===== src/rtl/fetch_types_pkg.sv =====
package fetch_types_pkg;

    // ----------------------------------------------------------------------
    // Processor side geometry
    // ----------------------------------------------------------------------

    // One processor data word.
    typedef logic [15:0] word_t;

    // Words in one cache line.
    localparam int WORDS_PER_LINE = 8;

    // Word address with the three word-offset bits dropped.
    typedef logic [11:0] line_addr_t;

    // Whole line with word 0 in the low bits.
    typedef logic [WORDS_PER_LINE*$bits(word_t)-1:0] line_t;

    // ----------------------------------------------------------------------
    // Sequential access predictor
    // ----------------------------------------------------------------------

    // Saturating confidence value.
    typedef logic [1:0] pred_count_t;

    // Prediction holds at or above this confidence.
    localparam pred_count_t PRED_THRESHOLD = 2'd2;

endpackage : fetch_types_pkg


===== src/rtl/wb_bus_pkg.sv =====
package wb_bus_pkg;

    import fetch_types_pkg::*;

    // ----------------------------------------------------------------------
    // Wishbone classic with one whole line per cycle
    // ----------------------------------------------------------------------

    // Master to slave.
    typedef struct packed {
        logic       cyc;
        logic       stb;
        logic       we;
        line_addr_t adr;
        line_t      dat;
    } wb_req_t;

    // Slave to master.
    // Read data is valid only while ack is high.
    typedef struct packed {
        logic  ack;
        line_t dat;
    } wb_rsp_t;

endpackage : wb_bus_pkg


===== src/rtl/prefetch_controller.sv =====
`timescale 1ns/1ns

module prefetch_controller
    import fetch_types_pkg::*, wb_bus_pkg::*;
(
    input  logic       clk,
    input  logic       i_reset,

    // Instruction side slave port.
    input  wb_req_t    i_ifetch_req,
    output wb_rsp_t    o_ifetch_rsp,

    // Master port towards the arbiter.
    output wb_req_t    o_l2_req,
    input  wb_rsp_t    i_l2_rsp,

    // Prefetch buffer.
    input  logic       i_buf_valid,
    input  line_addr_t i_buf_addr,
    input  line_t      i_buf_line,
    output logic       o_buf_load,
    output line_addr_t o_buf_addr,

    // Predictor.
    input  logic       i_predict,
    output logic       o_access,
    output line_addr_t o_access_addr,

    output logic       o_pf_hit,
    output logic       o_pf_miss
);

    typedef enum logic [1:0] {
        idle,
        respond,
        fetch_line,
        prefetch_line
    } state_t;

    state_t     state;
    state_t     next_state;
    line_addr_t req_addr_q;
    line_t      rsp_line_q;
    logic       hit_q;
    logic       req_valid;
    logic       buf_hit;
    line_addr_t pf_addr;

    assign req_valid = i_ifetch_req.cyc & i_ifetch_req.stb;
    assign buf_hit   = i_buf_valid & (i_buf_addr == i_ifetch_req.adr);
    assign pf_addr   = req_addr_q + 1'b1;

    // ----------------------------------------------------------------------
    // Next state
    // ----------------------------------------------------------------------

    always_comb begin
        next_state = state;
        case (state)
            idle: begin
                if (req_valid) begin
                    next_state = buf_hit ? respond : fetch_line;
                end
            end
            fetch_line: begin
                if (i_l2_rsp.ack) begin
                    next_state = respond;
                end
            end
            respond: begin
                // Predictor has already seen this access.
                next_state = i_predict ? prefetch_line : idle;
            end
            prefetch_line: begin
                if (i_l2_rsp.ack) begin
                    next_state = idle;
                end
            end
            default: next_state = idle;
        endcase
    end

    always_ff @(posedge clk) begin
        if (i_reset) begin
            state <= idle;
        end else begin
            state <= next_state;
        end
    end

    // Request address, hit flag and the line to return.
    always_ff @(posedge clk) begin
        if (state == idle && req_valid) begin
            req_addr_q <= i_ifetch_req.adr;
            hit_q      <= buf_hit;
            if (buf_hit) begin
                rsp_line_q <= i_buf_line;
            end
        end
        if (state == fetch_line && i_l2_rsp.ack) begin
            rsp_line_q <= i_l2_rsp.dat;
        end
    end

    // ----------------------------------------------------------------------
    // Outputs
    // ----------------------------------------------------------------------

    always_comb begin
        o_l2_req     = '0;
        o_ifetch_rsp = '0;
        o_buf_load   = 1'b0;
        o_access     = 1'b0;
        o_pf_hit     = 1'b0;
        o_pf_miss    = 1'b0;
        case (state)
            idle: begin
                // One strobe per accepted request.
                o_access = req_valid;
            end
            fetch_line: begin
                o_l2_req.cyc = 1'b1;
                o_l2_req.stb = 1'b1;
                o_l2_req.adr = req_addr_q;
            end
            respond: begin
                o_ifetch_rsp.ack = 1'b1;
                o_ifetch_rsp.dat = rsp_line_q;
                o_pf_hit         = hit_q;
                o_pf_miss        = ~hit_q;
            end
            prefetch_line: begin
                o_l2_req.cyc = 1'b1;
                o_l2_req.stb = 1'b1;
                o_l2_req.adr = pf_addr;
                o_buf_load   = i_l2_rsp.ack;
            end
            default: ;
        endcase
    end

    assign o_buf_addr    = pf_addr;
    assign o_access_addr = i_ifetch_req.adr;

endmodule : prefetch_controller


===== config.mk =====
export PLATFORM = sky130hd
export DESIGN_NAME = prefetch_controller
export DESIGN_NICKNAME = d
export VERILOG_FILES = /design/src/rtl/fetch_types_pkg.sv /design/src/rtl/wb_bus_pkg.sv /design/src/rtl/prefetch_controller.sv
export SDC_FILE = /design/constraint.sdc
export NUM_CORES = 1
export LEC_CHECK = 0
export BUFFER_PORTS_ARGS = -buffer_cell sky130_fd_sc_hd__buf_2
export CORE_AREA = 2 2 278 280
export DETAILED_ROUTE_END_ITERATION = 12
export DIE_AREA = 0 0 280 282
export PLACE_DENSITY = 0.3
export SLEW_MARGIN = 10
export SYNTH_ARGS = -nofsm -noshare
export SYNTH_HDL_FRONTEND = slang
export SYNTH_SLANG_ARGS = --single-unit

===== constraint.sdc =====
create_clock -name clk -period 12.01 [get_ports clk]
set_input_delay 0.6005 -clock clk [delete_from_list [all_inputs] [get_ports clk]]
set_output_delay 0.6005 -clock clk [all_outputs]
set_load 0.01 [all_outputs]

Word level (Yosys, flattened, before mapping)
Cells that the tools add are included.
{ "word_totals": {"register_bits": 143, "in_bits": 416} }
{ "classes": {"n_mux": 16, "n_reduce_logical": 8, "eq_ne": 7, "n_addsub": 1, "bitwise": 3} }
{ "op_table": {"columns": ["cell", "count"], "rows": [
  ["two-way mux 128 bit", 3],
  ["two-way mux 129 bit", 1],
  ["case mux 12 bit (2 select lines)", 1],
  ["adder 12 x 1 -> 12 bit, second input constant", 1],
  ["equality test 12 bit", 1],
  ["two-way mux 2 bit", 6],
  ["case mux 2 bit (4 select lines)", 1],
  ["!= test 2 bit, second input constant", 3],
  ["equality test 2 bit, second input constant", 2],
  ["two-way mux 1 bit", 4],
  ["nonzero test 2 bit", 2],
  ["AND reduction 3 bit", 1],
  ["AND 1 bit", 2],
  ["equality test 2 x 1 -> 1 bit, second input constant", 1],
  ["logical AND 1 bit", 2],
  ["logical NOT 2 bit", 1],
  ["AND reduction 2 bit", 1],
  ["OR reduction 2 bit", 1],
  ["NOT 1 bit", 1]
]} }

Longest topological paths before layout
Gate-level depths: netlist of the first run.
{ "depth": {"depth_word": 5, "mapped_depth": 5} }

Worst setup path before layout of the first run
No wires, ideal clock.
{ "synth_path": {"path_kind": "input port to flip-flop", "startpoint": "input i_ifetch_req[133] (netlist name)", "endpoint": "register rsp_line_q[0] (enable)", "path_stages": 4, "t_arrival_ns": 8.358, "required_time_ns": 11.324, "path_slack_ns": 2.967, "path_cell_list": "xnor2_1 -> nand3_1 -> or4_4 -> o41ai_2"} }
{ "synth_via": {"elab_chain_len": 4} }
{ "synth_lines": {"columns": ["element", "line_no", "source"], "rows": [
  ["from (decl)", "prefetch_controller.sv:10", "input wb_req_t i_ifetch_req,"],
  ["equality test 12 bit", "prefetch_controller.sv:50", "assign buf_hit = i_buf_valid & (i_buf_addr == i_ifetch_req.adr);"],
  ["AND 1 bit", "prefetch_controller.sv:50", null],
  ["nonzero test 2 bit (no source line)", null, null],
  ["AND reduction 2 bit (no source line)", null, null],
  ["to (signal assigned)", "prefetch_controller.sv:97", "rsp_line_q <= i_buf_line;"],
  ["to (signal assigned)", "prefetch_controller.sv:101", "rsp_line_q <= i_l2_rsp.dat;"],
  ["to (decl)", "prefetch_controller.sv:43", "line_t rsp_line_q;"]
]} }
Every way passes these cells.
A chain may end at the register's enable or synchronous reset.

Worst setup path in the final report of the first run
{ "layout_path": {"startpoint": "input i_ifetch_req[136] (netlist name)", "endpoint": "register rsp_line_q[103] (enable)"} }
Same word-level chain as after synthesis.

==> results of run 1 <==
## through the flow
step           setup slack [ns]  utilization
2_1_floorplan             2.967            -
3_3_place_gp              7.978       0.1492
3_5_place_dp              7.908       0.1492
4_1_cts                   8.454       0.1569
5_1_grt                   8.361       0.1569
6_report                  8.566       0.1569
## cell families after synthesis
group           count (synthesis)
compound gates                 14
xor+xnor                       30
fa+ha+maj                       1
buf+inv                       178
flops                         143
mux                           129
other cells                     1
simple gates                  180
## Yosys cell counts
cell and instances:
sky130_fd_sc_hd__buf_4 143, sky130_fd_sc_hd__edfxtp_1 141, sky130_fd_sc_hd__and2_1 138, sky130_fd_sc_hd__mux2_2 128
sky130_fd_sc_hd__xnor2_1 24, sky130_fd_sc_hd__clkbuf_1 16, sky130_fd_sc_hd__buf_6 10, sky130_fd_sc_hd__nand2_1 10
sky130_fd_sc_hd__buf_2 7, sky130_fd_sc_hd__nand3_1 6, sky130_fd_sc_hd__o21ai_0 6, sky130_fd_sc_hd__xor2_1 6
sky130_fd_sc_hd__and3_1 5, sky130_fd_sc_hd__nor2_1 5, sky130_fd_sc_hd__nand4_1 4, sky130_fd_sc_hd__a21boi_0 3
sky130_fd_sc_hd__nor2b_1 3, sky130_fd_sc_hd__or3_1 3, sky130_fd_sc_hd__a21oi_1 2, sky130_fd_sc_hd__dfxtp_1 2
sky130_fd_sc_hd__inv_1 2, sky130_fd_sc_hd__a211o_1 1, sky130_fd_sc_hd__a211oi_1 1, sky130_fd_sc_hd__and4_4 1
sky130_fd_sc_hd__conb_1 1, sky130_fd_sc_hd__ha_1 1, sky130_fd_sc_hd__mux2i_1 1, sky130_fd_sc_hd__nand2b_1 1
sky130_fd_sc_hd__nand3b_1 1, sky130_fd_sc_hd__nand4_4 1, sky130_fd_sc_hd__nor3_1 1, sky130_fd_sc_hd__o41ai_2 1
sky130_fd_sc_hd__or4_4 1
## final timing paths
check	start	to	depth (start not counted)
hold / removal	i_reset	state[0]	2
hold reg to reg	state[0]	state[0]	2
setup / recovery	i_ifetch_req[136]	rsp_line_q[103]	7
setup reg to reg	state[1]	rsp_line_q[103]	4
## layout make-up
type | instances | area share
clock buffers | 19 | 0.03645
flip-flops and latches | 143 | 0.3598
multi-input cells | 483 | 0.2893
well taps | 978 | 0.1030
clock inverters | 13 | 0.01275
inverters | 2 | 0.0006320
repair buffers | 464 | 0.1980
## registers in the layout, summed over array words and instances, names as in the netlist
name        count
rsp_line_q    128
hit_q           1
req_addr_q     12
state           2
## power groups by stage
stage          registers (uW)  clock network (uW)  logic, uW
2_1_floorplan             601                   0        149
3_3_place_gp              602                   0        206
3_5_place_dp              602                   0        205
4_1_cts                   591                 600        206
5_1_grt                   593                 615        222
6_report                  591                 561        199
## metal layers
| metal | global-route usage | vias up | wire length [um] |
|---|---|---|---|
| met5 | 0 | - | 0 |
| met4 | 0.02674 | 0 | 425 |
| met3 | 0.03099 | 22 | 2745 |
| met2 | 0.1163 | 373 | 13970 |
| met1 | 0.07323 | 2799 | 10530 |
| li1 | - | 2937 | - |
==> results.md, run 1 <==
- TritonCTS clock tree: yes
- Xor and xnor fraction of the mapped netlist area: 0.03093
- Post-synthesis cell type with the largest combined area: sky130_fd_sc_hd__edfxtp_1
- Fill count: 8556
- Number of buffers and inverters on the critical path: 3
- Leak Pwr: 0.005251 uW
- Number of buffers inserted during clock tree synthesis: 17
- Synth cell types: 33
- Critical Path End Type: flop
- Nets@finish: 1528
- Result of the run: finished clean
- Commonest non-fill, non-tap cells in the layout: sky130_fd_sc_hd__buf_2 (457), sky130_fd_sc_hd__edfxtp_1 (141), sky130_fd_sc_hd__and2_1 (138), sky130_fd_sc_hd__conb_1 (129), sky130_fd_sc_hd__mux2_2 (128)
- Leading cell type in the layout, fill and taps excluded: sky130_fd_sc_hd__buf_2
- PwrDens: 113.7 mW/mm^2
- Die area: 0.07896 sq mm
- F_max: 290.4 MHz
- Post-synthesis cell count: 676
- Area share of and/or/nand/nor cells after synthesis: 0.1302
- Register share of total power: 0.437
- Initial antenna violation count: 4
- Crit path time final: 3.444 ns
- Seq. cell area: 0.004274 sq mm
- I/O pin cnt: 716
- Initial DRC Count: 188
- Combinational share of power: 0.147
- Actual slew at the worst max-slew pin: 0.9421 ns
- Slowest-stage cell, CP: sky130_fd_sc_hd__buf_4
- Unrepaired setup endpoints after global routing: no
- Clock input transition at the sequential cells of the worst setup and hold paths: 0.07 ns
- Avg Cell Area, Syn: 12.57 sq um
- Routed vias: 6131
- Post-route design area: 0.01188 sq mm
- Area overhead of the layout relative to synthesis: 39.83%
- Register area share after synthesis: 0.5032
- Number of cell rows: 101
- Switching power: 366.4 uW
- Placed Instance Area: 0.01129 sq mm
- HPWL after detailed placement: 21400 um
- Max Fanout on Critical Path: 57
- Post-CTS resize count: 0
- Number of clock sinks seen by CTS: 143
- Via count of the first global-routing pass: 5984
- Average routed wire per standard cell: 13.17 um
- Non-filler instance count after layout: 2102
- DRC violation count after routing: 0
- Number of setup violations in the final report: 0
- CP arrival: 3.54 ns
- Min Hold Slack: 0.3238 ns
- DRT Wirelength: 27680 um
- Hold Violations, Final: 0
- Cell breakdown of the critical path: buf_2, xnor2_1, nand4_1, or4_4, o41ai_4, buf_4, buf_4
- FF+latch count, synth: 143
- Insertion delay to the later sink of the worst-skew pair: 0.48 ns
- Switching share of power: 0.2713
- Overall die width: 280 um
- Largest delay contributor family on the critical path: buffers and inverters
- Tcrit/Tclk final: 0.2868
- Total overflow reported by the global router: 0
- Internal Pwr Total: 984.3 uW
- Largest family of logic cells by synthesized area: multiplexers
- Deepest clock path buffer count: 2
- Critical path required time: 12.11 ns
- Worst-case headroom to the max-slew limit: 0.3711
- Cts-stage hold buffer count: 0
- Final GP Congestion: 0.7313
- Global-route wire length before repair: 38160 um
- Worst Setup Path Type: input pin to flop
- Starting utilization of the core area: 0.1122
- Most Frequent Cell on Critical Path: sky130_fd_sc_hd__buf_4
- Tot GR Track Use: 0.06808
- Number of detailed-routing iterations run before antenna repair: 4
- Power after layout: 1351 uW
- Pin count of the biggest net entering global routing: 129
- Power share of the clock group: 0.415
- Root Buffer Master: sky130_fd_sc_hd__clkbuf_16
- Detail Route Antenna Nets: 0
- Area taken by multi-input logic gates: 0.003436 sq mm
- Final TNS setup: 0 ns
- Max H-tree Level: 4
- Die Ht: 282 um
- Worst reg2reg setup slack: 8.94 ns
- Number of cells in the design after placement: 2070
- Path class of the lowest-slack min-delay path: input pin to flop
- Type of element launching the critical path: input pin
- Largest voltage drop on the vdd net: 0.05729 mV
- Portion of netlist area occupied by mux cells: 0.1709
- Setup clock skew after layout: 0.01318 ns
- Compound-Gate Fraction of Synth Area: 0.01119
- Diodes inserted: 0
- Count of max-cap constraint violations: 0
- Final slew viol count: 0
- Crit-path max cell delay: 0.68 ns
- Routed via count divided by cell count: 2.917
- Number of post-CTS setup repair buffers: 0
- Top area cells in the synthesized netlist: sky130_fd_sc_hd__edfxtp_1 (50%), sky130_fd_sc_hd__mux2_2 (17%), sky130_fd_sc_hd__buf_4 (13%), sky130_fd_sc_hd__and2_1 (10%), sky130_fd_sc_hd__xnor2_1 (2.5%)
- Number of port buffers: 457
- Adder-cell area share of the yosys netlist: 0.001473
- Core Box Area: 0.07570 sq mm
- Number of warnings reported in the yosys synthesis log: 0
- Area share of the largest cell type after synthesis: 0.4985
- Proportion of layout cells with a drive suffix above 1: 0.5578
- Post-synthesis instance area: 0.008494 sq mm
(Power assumes the default switching activity.)
==> run 2, diff against run 1 <==
==> constraint.sdc (replaced) <==
create_clock -name clk -period 3.6 [get_ports clk]
set_input_delay 0.18 -clock clk [delete_from_list [all_inputs] [get_ports clk]]
set_output_delay 0.18 -clock clk [all_outputs]
set_load 0.01 [all_outputs]
==> run 2 against run 1 <==
Compared with the run above:
- first-iteration DRC count up 6.4%
- power rose to 3.5 times the previous value
- via count increased by 15%
- register-to-register slack got worse by 7.9 ns
- sequential share of layout area fell by 6.1 points
- largest cell class is now non-clock buffers
- largest power group unchanged
==> results.md, run 2 (same netlist as run 1, synthesis figures left out) <==
- Result of the run: finished clean
- Number of cell rows: 101
- Switching power: 1325 uW
- DRT Wirelength: 31460 um
- Number of flip-flops under the largest register name: 128
- Registers with the most flip-flops: rsp_line_q (128), req_addr_q (12), state (2)
- Routed via count divided by cell count: 3.024
- TritonCTS clock tree: yes
- Tot GR Track Use: 0.07733
- Type of element launching the critical path: flop
- Number of buffers inserted during clock tree synthesis: 17
- Max Fanout on Critical Path: 127
- Global-route wire length before repair: 43590 um
- Post-CTS resize count: 0
- Die Ht: 282 um
- Path class of the lowest-slack min-delay path: input pin to flop
- Unrepaired setup endpoints after global routing: no
- Setup clock skew after layout: 0.02006 ns
- Routed vias: 7076
- I/O pin cnt: 716
- Combinational share of power: 0.196
- DRC violation count after routing: 0
- Leading cell type in the layout, fill and taps excluded: sky130_fd_sc_hd__buf_2
- Core Box Area: 0.07570 sq mm
- Number of clock sinks seen by CTS: 143
- Initial DRC Count: 200
- Clock input transition at the sequential cells of the worst setup and hold paths: 0.08 ns
- Hold Violations, Final: 0
- Critical path required time: 3.42 ns
- F_max: 372.6 MHz
- Overall die width: 280 um
- Die area: 0.07896 sq mm
- Insertion delay to the later sink of the worst-skew pair: 0.48 ns
- Root Buffer Master: sky130_fd_sc_hd__clkbuf_16
- PwrDens: 334.0 mW/mm^2
- Switching share of power: 0.2775
- Actual slew at the worst max-slew pin: 0.7687 ns
- Nets@finish: 1763
- Starting utilization of the core area: 0.1122
- Power share of the clock group: 0.392
- Register name with the most flops: rsp_line_q
- Max H-tree Level: 4
- Post-route setup slack: 0.9163 ns
- Number of port buffers: 457
- Worst-case headroom to the max-slew limit: 0.4875
- Post-route design area: 0.01429 sq mm
- Critical Path End Type: output port
- Register share of total power: 0.412
- Met2 Track Usage GR: 0.1346
- Average routed wire per standard cell: 13.45 um
- Worst Setup Path Type: flop to output port
- Via count of the first global-routing pass: 6974
- Area overhead of the layout relative to synthesis: 68.23%
- HPWL after detailed placement: 23690 um
- Largest voltage drop on the vdd net: 0.2391 mV
- Number of setup violations in the final report: 0
- Power after layout: 4773 uW
- Detail Route Antenna Nets: 0
- Internal Pwr Total: 3448 uW
- Fraction of met3 tracks used by global routing: 0.03472
- Final GP Congestion: 0.7517
- Final slew viol count: 0
- Count of max-cap constraint violations: 0
- Total overflow reported by the global router: 0
- Pin count of the biggest net entering global routing: 128
- Initial antenna violation count: 2
- Busiest layer in global routing: met2
- Proportion of layout cells with a drive suffix above 1: 0.4665
- CP arrival: 2.50 ns
- Crit path time final: 2.684 ns
- Pre-CTS setup slack: 1.056 ns
- Met1 Track Usage GR: 0.08090
- Leak Pwr: 0.006259 uW
- Number of detailed-routing iterations run before antenna repair: 4
- Deepest clock path buffer count: 2
- Placed Instance Area: 0.01135 sq mm
- Commonest non-fill, non-tap cells in the layout: sky130_fd_sc_hd__buf_2 (457), sky130_fd_sc_hd__dlygate4sd3_1 (234), sky130_fd_sc_hd__edfxtp_1 (141), sky130_fd_sc_hd__and2_1 (138), sky130_fd_sc_hd__conb_1 (129)
- Tcrit/Tclk final: 0.7455
==> run 2: cell types whose count changed in the layout (fill, tap and decap cells not counted), moves of 3 or more <==
cell and change:
sky130_fd_sc_hd__diode_2 +3, sky130_fd_sc_hd__dlygate4sd3_1 +234, sky130_fd_sc_hd__xnor2_2 +3, sky130_fd_sc_hd__inv_8 +3
sky130_fd_sc_hd__xnor2_1 -3
==> run 2: per-stage QoR <==
| stage | util | hold slack [ns] | TNS (ns) | instances |
|---|---|---|---|---|
| global route | 0.1887 | 0.001146 | 0 | 2337 |
| floorplan | - | 0.2528 | -248.66 | 804 |
| CTS | 0.1885 | 0.00006212 | 0 | 2336 |
| global placement | 0.1499 | 0.3799 | 0 | 2071 |
| finish | 0.1888 | 0.04533 | 0 | 2340 |
| detailed placement | 0.1499 | 0.3762 | 0 | 2071 |
==> run 2: final cells by class <==
type	count	area, sq um
multi-input combinational	483	3458
antenna	3	7.507
inverter	2	7.507
clock buffer	17	425.4
sequential	143	4274
clock inverter	15	166.4
fill	8356	61410
timing repair buffer	699	4727
tap	978	1224
==> run 2: power groups by stage <==
stage               sequential [uW]  combinational, uW  clock [uW]
finish                         1970                934        1870
global route                   1980               1020        2040
CTS                            1970                951        2000
floorplan                      2000                501           0
global placement               2000                713           0
detailed placement             2010                709           0
==> run 2: metal layers <==
metal	vias to the layer above	routed length, um
met5	-	13
met4	2	612
met2	348	16070
met1	3283	11960
li1	3412	-
met3	31	2802
==> run 2: worst max-delay path, cell delays in order (launching register included) <==
cell and delay, ns:
sky130_fd_sc_hd__dfxtp_1 0.51, sky130_fd_sc_hd__buf_4 0.28, sky130_fd_sc_hd__nor2b_4 0.25, sky130_fd_sc_hd__buf_12 0.28, sky130_fd_sc_hd__and2_1 0.27, sky130_fd_sc_hd__buf_2 0.16
==> run 2: what timing repair did <==
item | 4_1_cts | 5_1_grt
setup buffers | 0 | 0
hold buffers | 233 | 1
hold endpoints to repair | 133 | 1
==> run 2: worst paths after layout <==
check                                     from               end  slack (ns)  depth (start not counted)
worst max-delay path                  state[0]  o_ifetch_rsp[25]        0.92                          5
worst min register to register        state[0]          state[0]        0.63                          2
worst max register to register        state[1]    rsp_line_q[95]        1.06                          4
worst min-delay path            i_buf_line[88]    rsp_line_q[88]        0.05                          2
==> run 3, diff against run 2 <==
==> constraint.sdc (replaced) <==
create_clock -name clk -period 2.6 [get_ports clk]
set_input_delay 0.13 -clock clk [delete_from_list [all_inputs] [get_ports clk]]
set_output_delay 0.13 -clock clk [all_outputs]
set_load 0.01 [all_outputs]
==> run 3 against run 2 <==
Compared with the run above:
- register-to-register slack worse by 0.70 ns
- non-clock buffer count is 64 higher
- wire length is 2.1% higher
- via count is 3.4% higher
- die area stayed put
- sequential power is 38% higher
- first-iteration DRC count is 19% lower
- clock power is 42% higher
- flip-flop and latch count stayed put
- critical path type is now input pin to flop
- core utilization is 0.86 points higher
- largest power group unchanged
==> results.md, run 3 (same netlist as run 1, synthesis figures left out) <==
- Critical path required time: 2.71 ns
- Registers with the most flip-flops: rsp_line_q (128), req_addr_q (12), state (2)
- Cell breakdown of the critical path: dlygate4sd3_1, buf_2, xnor2_2, nand4_1, or4_4, o41ai_4, buf_4
- Routed vias: 7318
- Setup clock skew after layout: 0.008064 ns
- Critical Path End Type: flop
- TritonCTS clock tree: yes
- Leak Pwr: 0.006583 uW
- Global-route wire length before repair: 45480 um
- Insertion delay to the later sink of the worst-skew pair: 0.46 ns
- Number of setup violations in the final report: 0
- Nets@finish: 1827
- HPWL after detailed placement: 25150 um
- Proportion of layout cells with a drive suffix above 1: 0.4673
- Clock input transition at the sequential cells of the worst setup and hold paths: 0.07 ns
- Count of max-cap constraint violations: 0
- PwrDens: 454.4 mW/mm^2
- Pin count of the biggest net entering global routing: 73
- Result of the run: finished clean
- Number of detailed-routing iterations run before antenna repair: 4
- Area overhead of the layout relative to synthesis: 75.87%
- Register share of total power: 0.400
- Largest voltage drop on the vdd net: 0.3425 mV
- Root Buffer Master: sky130_fd_sc_hd__clkbuf_16
- Register name with the most flops: rsp_line_q
- Starting utilization of the core area: 0.1122
- Switching share of power: 0.2684
- Routed via count divided by cell count: 3.047
- Detail Route Antenna Nets: 0
- Path class of the lowest-slack min-delay path: input pin to flop
- Tcrit/Tclk final: 0.9402
- Unrepaired setup endpoints after global routing: no
- Die area: 0.07896 sq mm
- CP arrival: 2.55 ns
- Power after layout: 6788 uW
- Power share of the clock group: 0.392
- Overall die width: 280 um
- F_max: 409.1 MHz
- Initial antenna violation count: 2
- Number of flip-flops under the largest register name: 128
- Max H-tree Level: 4
- Commonest non-fill, non-tap cells in the layout: sky130_fd_sc_hd__buf_2 (457), sky130_fd_sc_hd__dlygate4sd3_1 (268), sky130_fd_sc_hd__edfxtp_1 (141), sky130_fd_sc_hd__and2_1 (138), sky130_fd_sc_hd__conb_1 (129)
- Placed Instance Area: 0.01161 sq mm
- Initial DRC Count: 163
- Final TNS setup: 0 ns
- Busiest layer in global routing: met2
- Total overflow reported by the global router: 0
- Final slew viol count: 0
- Core Box Area: 0.07570 sq mm
- Crit path time final: 2.445 ns
- Final GP Congestion: 0.7492
- DRC violation count after routing: 0
- I/O pin cnt: 716
- Number of port buffers: 457
- Met2 Track Usage GR: 0.1394
- Number of buffers inserted during clock tree synthesis: 17
- Slowest-stage cell, CP: sky130_fd_sc_hd__or4_4
- Fraction of met3 tracks used by global routing: 0.03240
- Tot GR Track Use: 0.07999
- Max Fanout on Critical Path: 29
- Met1 Track Usage GR: 0.08599
- Crit-path max cell delay: 0.59 ns
- Leading cell type in the layout, fill and taps excluded: sky130_fd_sc_hd__buf_2
- Die Ht: 282 um
- Post-route setup slack: 0.1555 ns
- Type of element launching the critical path: input pin
- Number of clock sinks seen by CTS: 143
- DRT Wirelength: 32130 um
- Deepest clock path buffer count: 2
- Post-route design area: 0.01494 sq mm
- Combinational share of power: 0.209
- Pre-CTS setup slack: 0.2038 ns
- Worst Setup Path Type: input pin to flop
- Switching power: 1822 uW
- Internal Pwr Total: 4966 uW
- Hold Violations, Final: 0
- Number of cell rows: 101
- Via count of the first global-routing pass: 7434
- Average routed wire per standard cell: 13.37 um
## run 3: changes by cell type in the layout (fill, tap and decap cells not counted), sizes merged
cell         delta
clkinv          +1
inv             -1
clkinvlp        -1
buf            +30
bufinv          +1
dlygate4sd3    +34
diode           -2
## run 3: timing repair
action,in CTS,in global routing
hold buffers,268,0
setup endpoints to repair,1,2
buffers inserted,1,3
resized for setup,0,1
hold endpoints to repair,142,0
## run 3: cell type report
cell class | instances | area [sq um]
fill | 8304 | 60760
timing repair buffer | 763 | 5355
sequential | 143 | 4274
multi-input combinational | 483 | 3460
tap | 978 | 1224
clock buffer | 17 | 425.4
clock inverter | 15 | 191.4
inverter | 2 | 7.507
antenna | 1 | 2.502
## run 3: layer usage
layer | vias to the layer above | wire length, um
met1 | 3399 | 12410
met2 | 352 | 16390
met4 | 2 | 599
li1 | 3542 | -
met3 | 23 | 2714
met5 | - | 13
## run 3: final timing paths
path / start / to / slack, ns / depth (start not counted)
setup / recovery: i_ifetch_req[136] / rsp_line_q[59] / 0.16 / 7
hold / removal: i_buf_line[87] / rsp_line_q[87] / 0.06 / 2
setup reg to reg: state[1] / rsp_line_q[93] / 0.36 / 5
hold reg to reg: state[0] / state[0] / 0.76 / 3
## run 3: worst max-delay path: cells and delay by family
family / cells / cell delay (ns)
buf+inv: 3 / 1.14
xor+xnor: 1 / 0.14
compound gates: 1 / 0.34
simple gates: 2 / 0.74
## run 3: through the flow
step,hold WS (ns),cells,utilization
floorplan,0.2028,804,-
global placement,0.3378,2097,0.1533
detailed placement,0.3367,2097,0.1533
CTS,0.002401,2398,0.1970
global route,0.005768,2401,0.1973
finish,0.05542,2402,0.1974
## run 3: power groups by stage
stage	logic [uW]	registers (uW)	clock network [uW]
finish	1420	2710	2660
global route	1550	2720	2890
CTS	1440	2720	2820
detailed placement	1040	2770	0
global placement	1050	2770	0
floorplan	693	2760	0
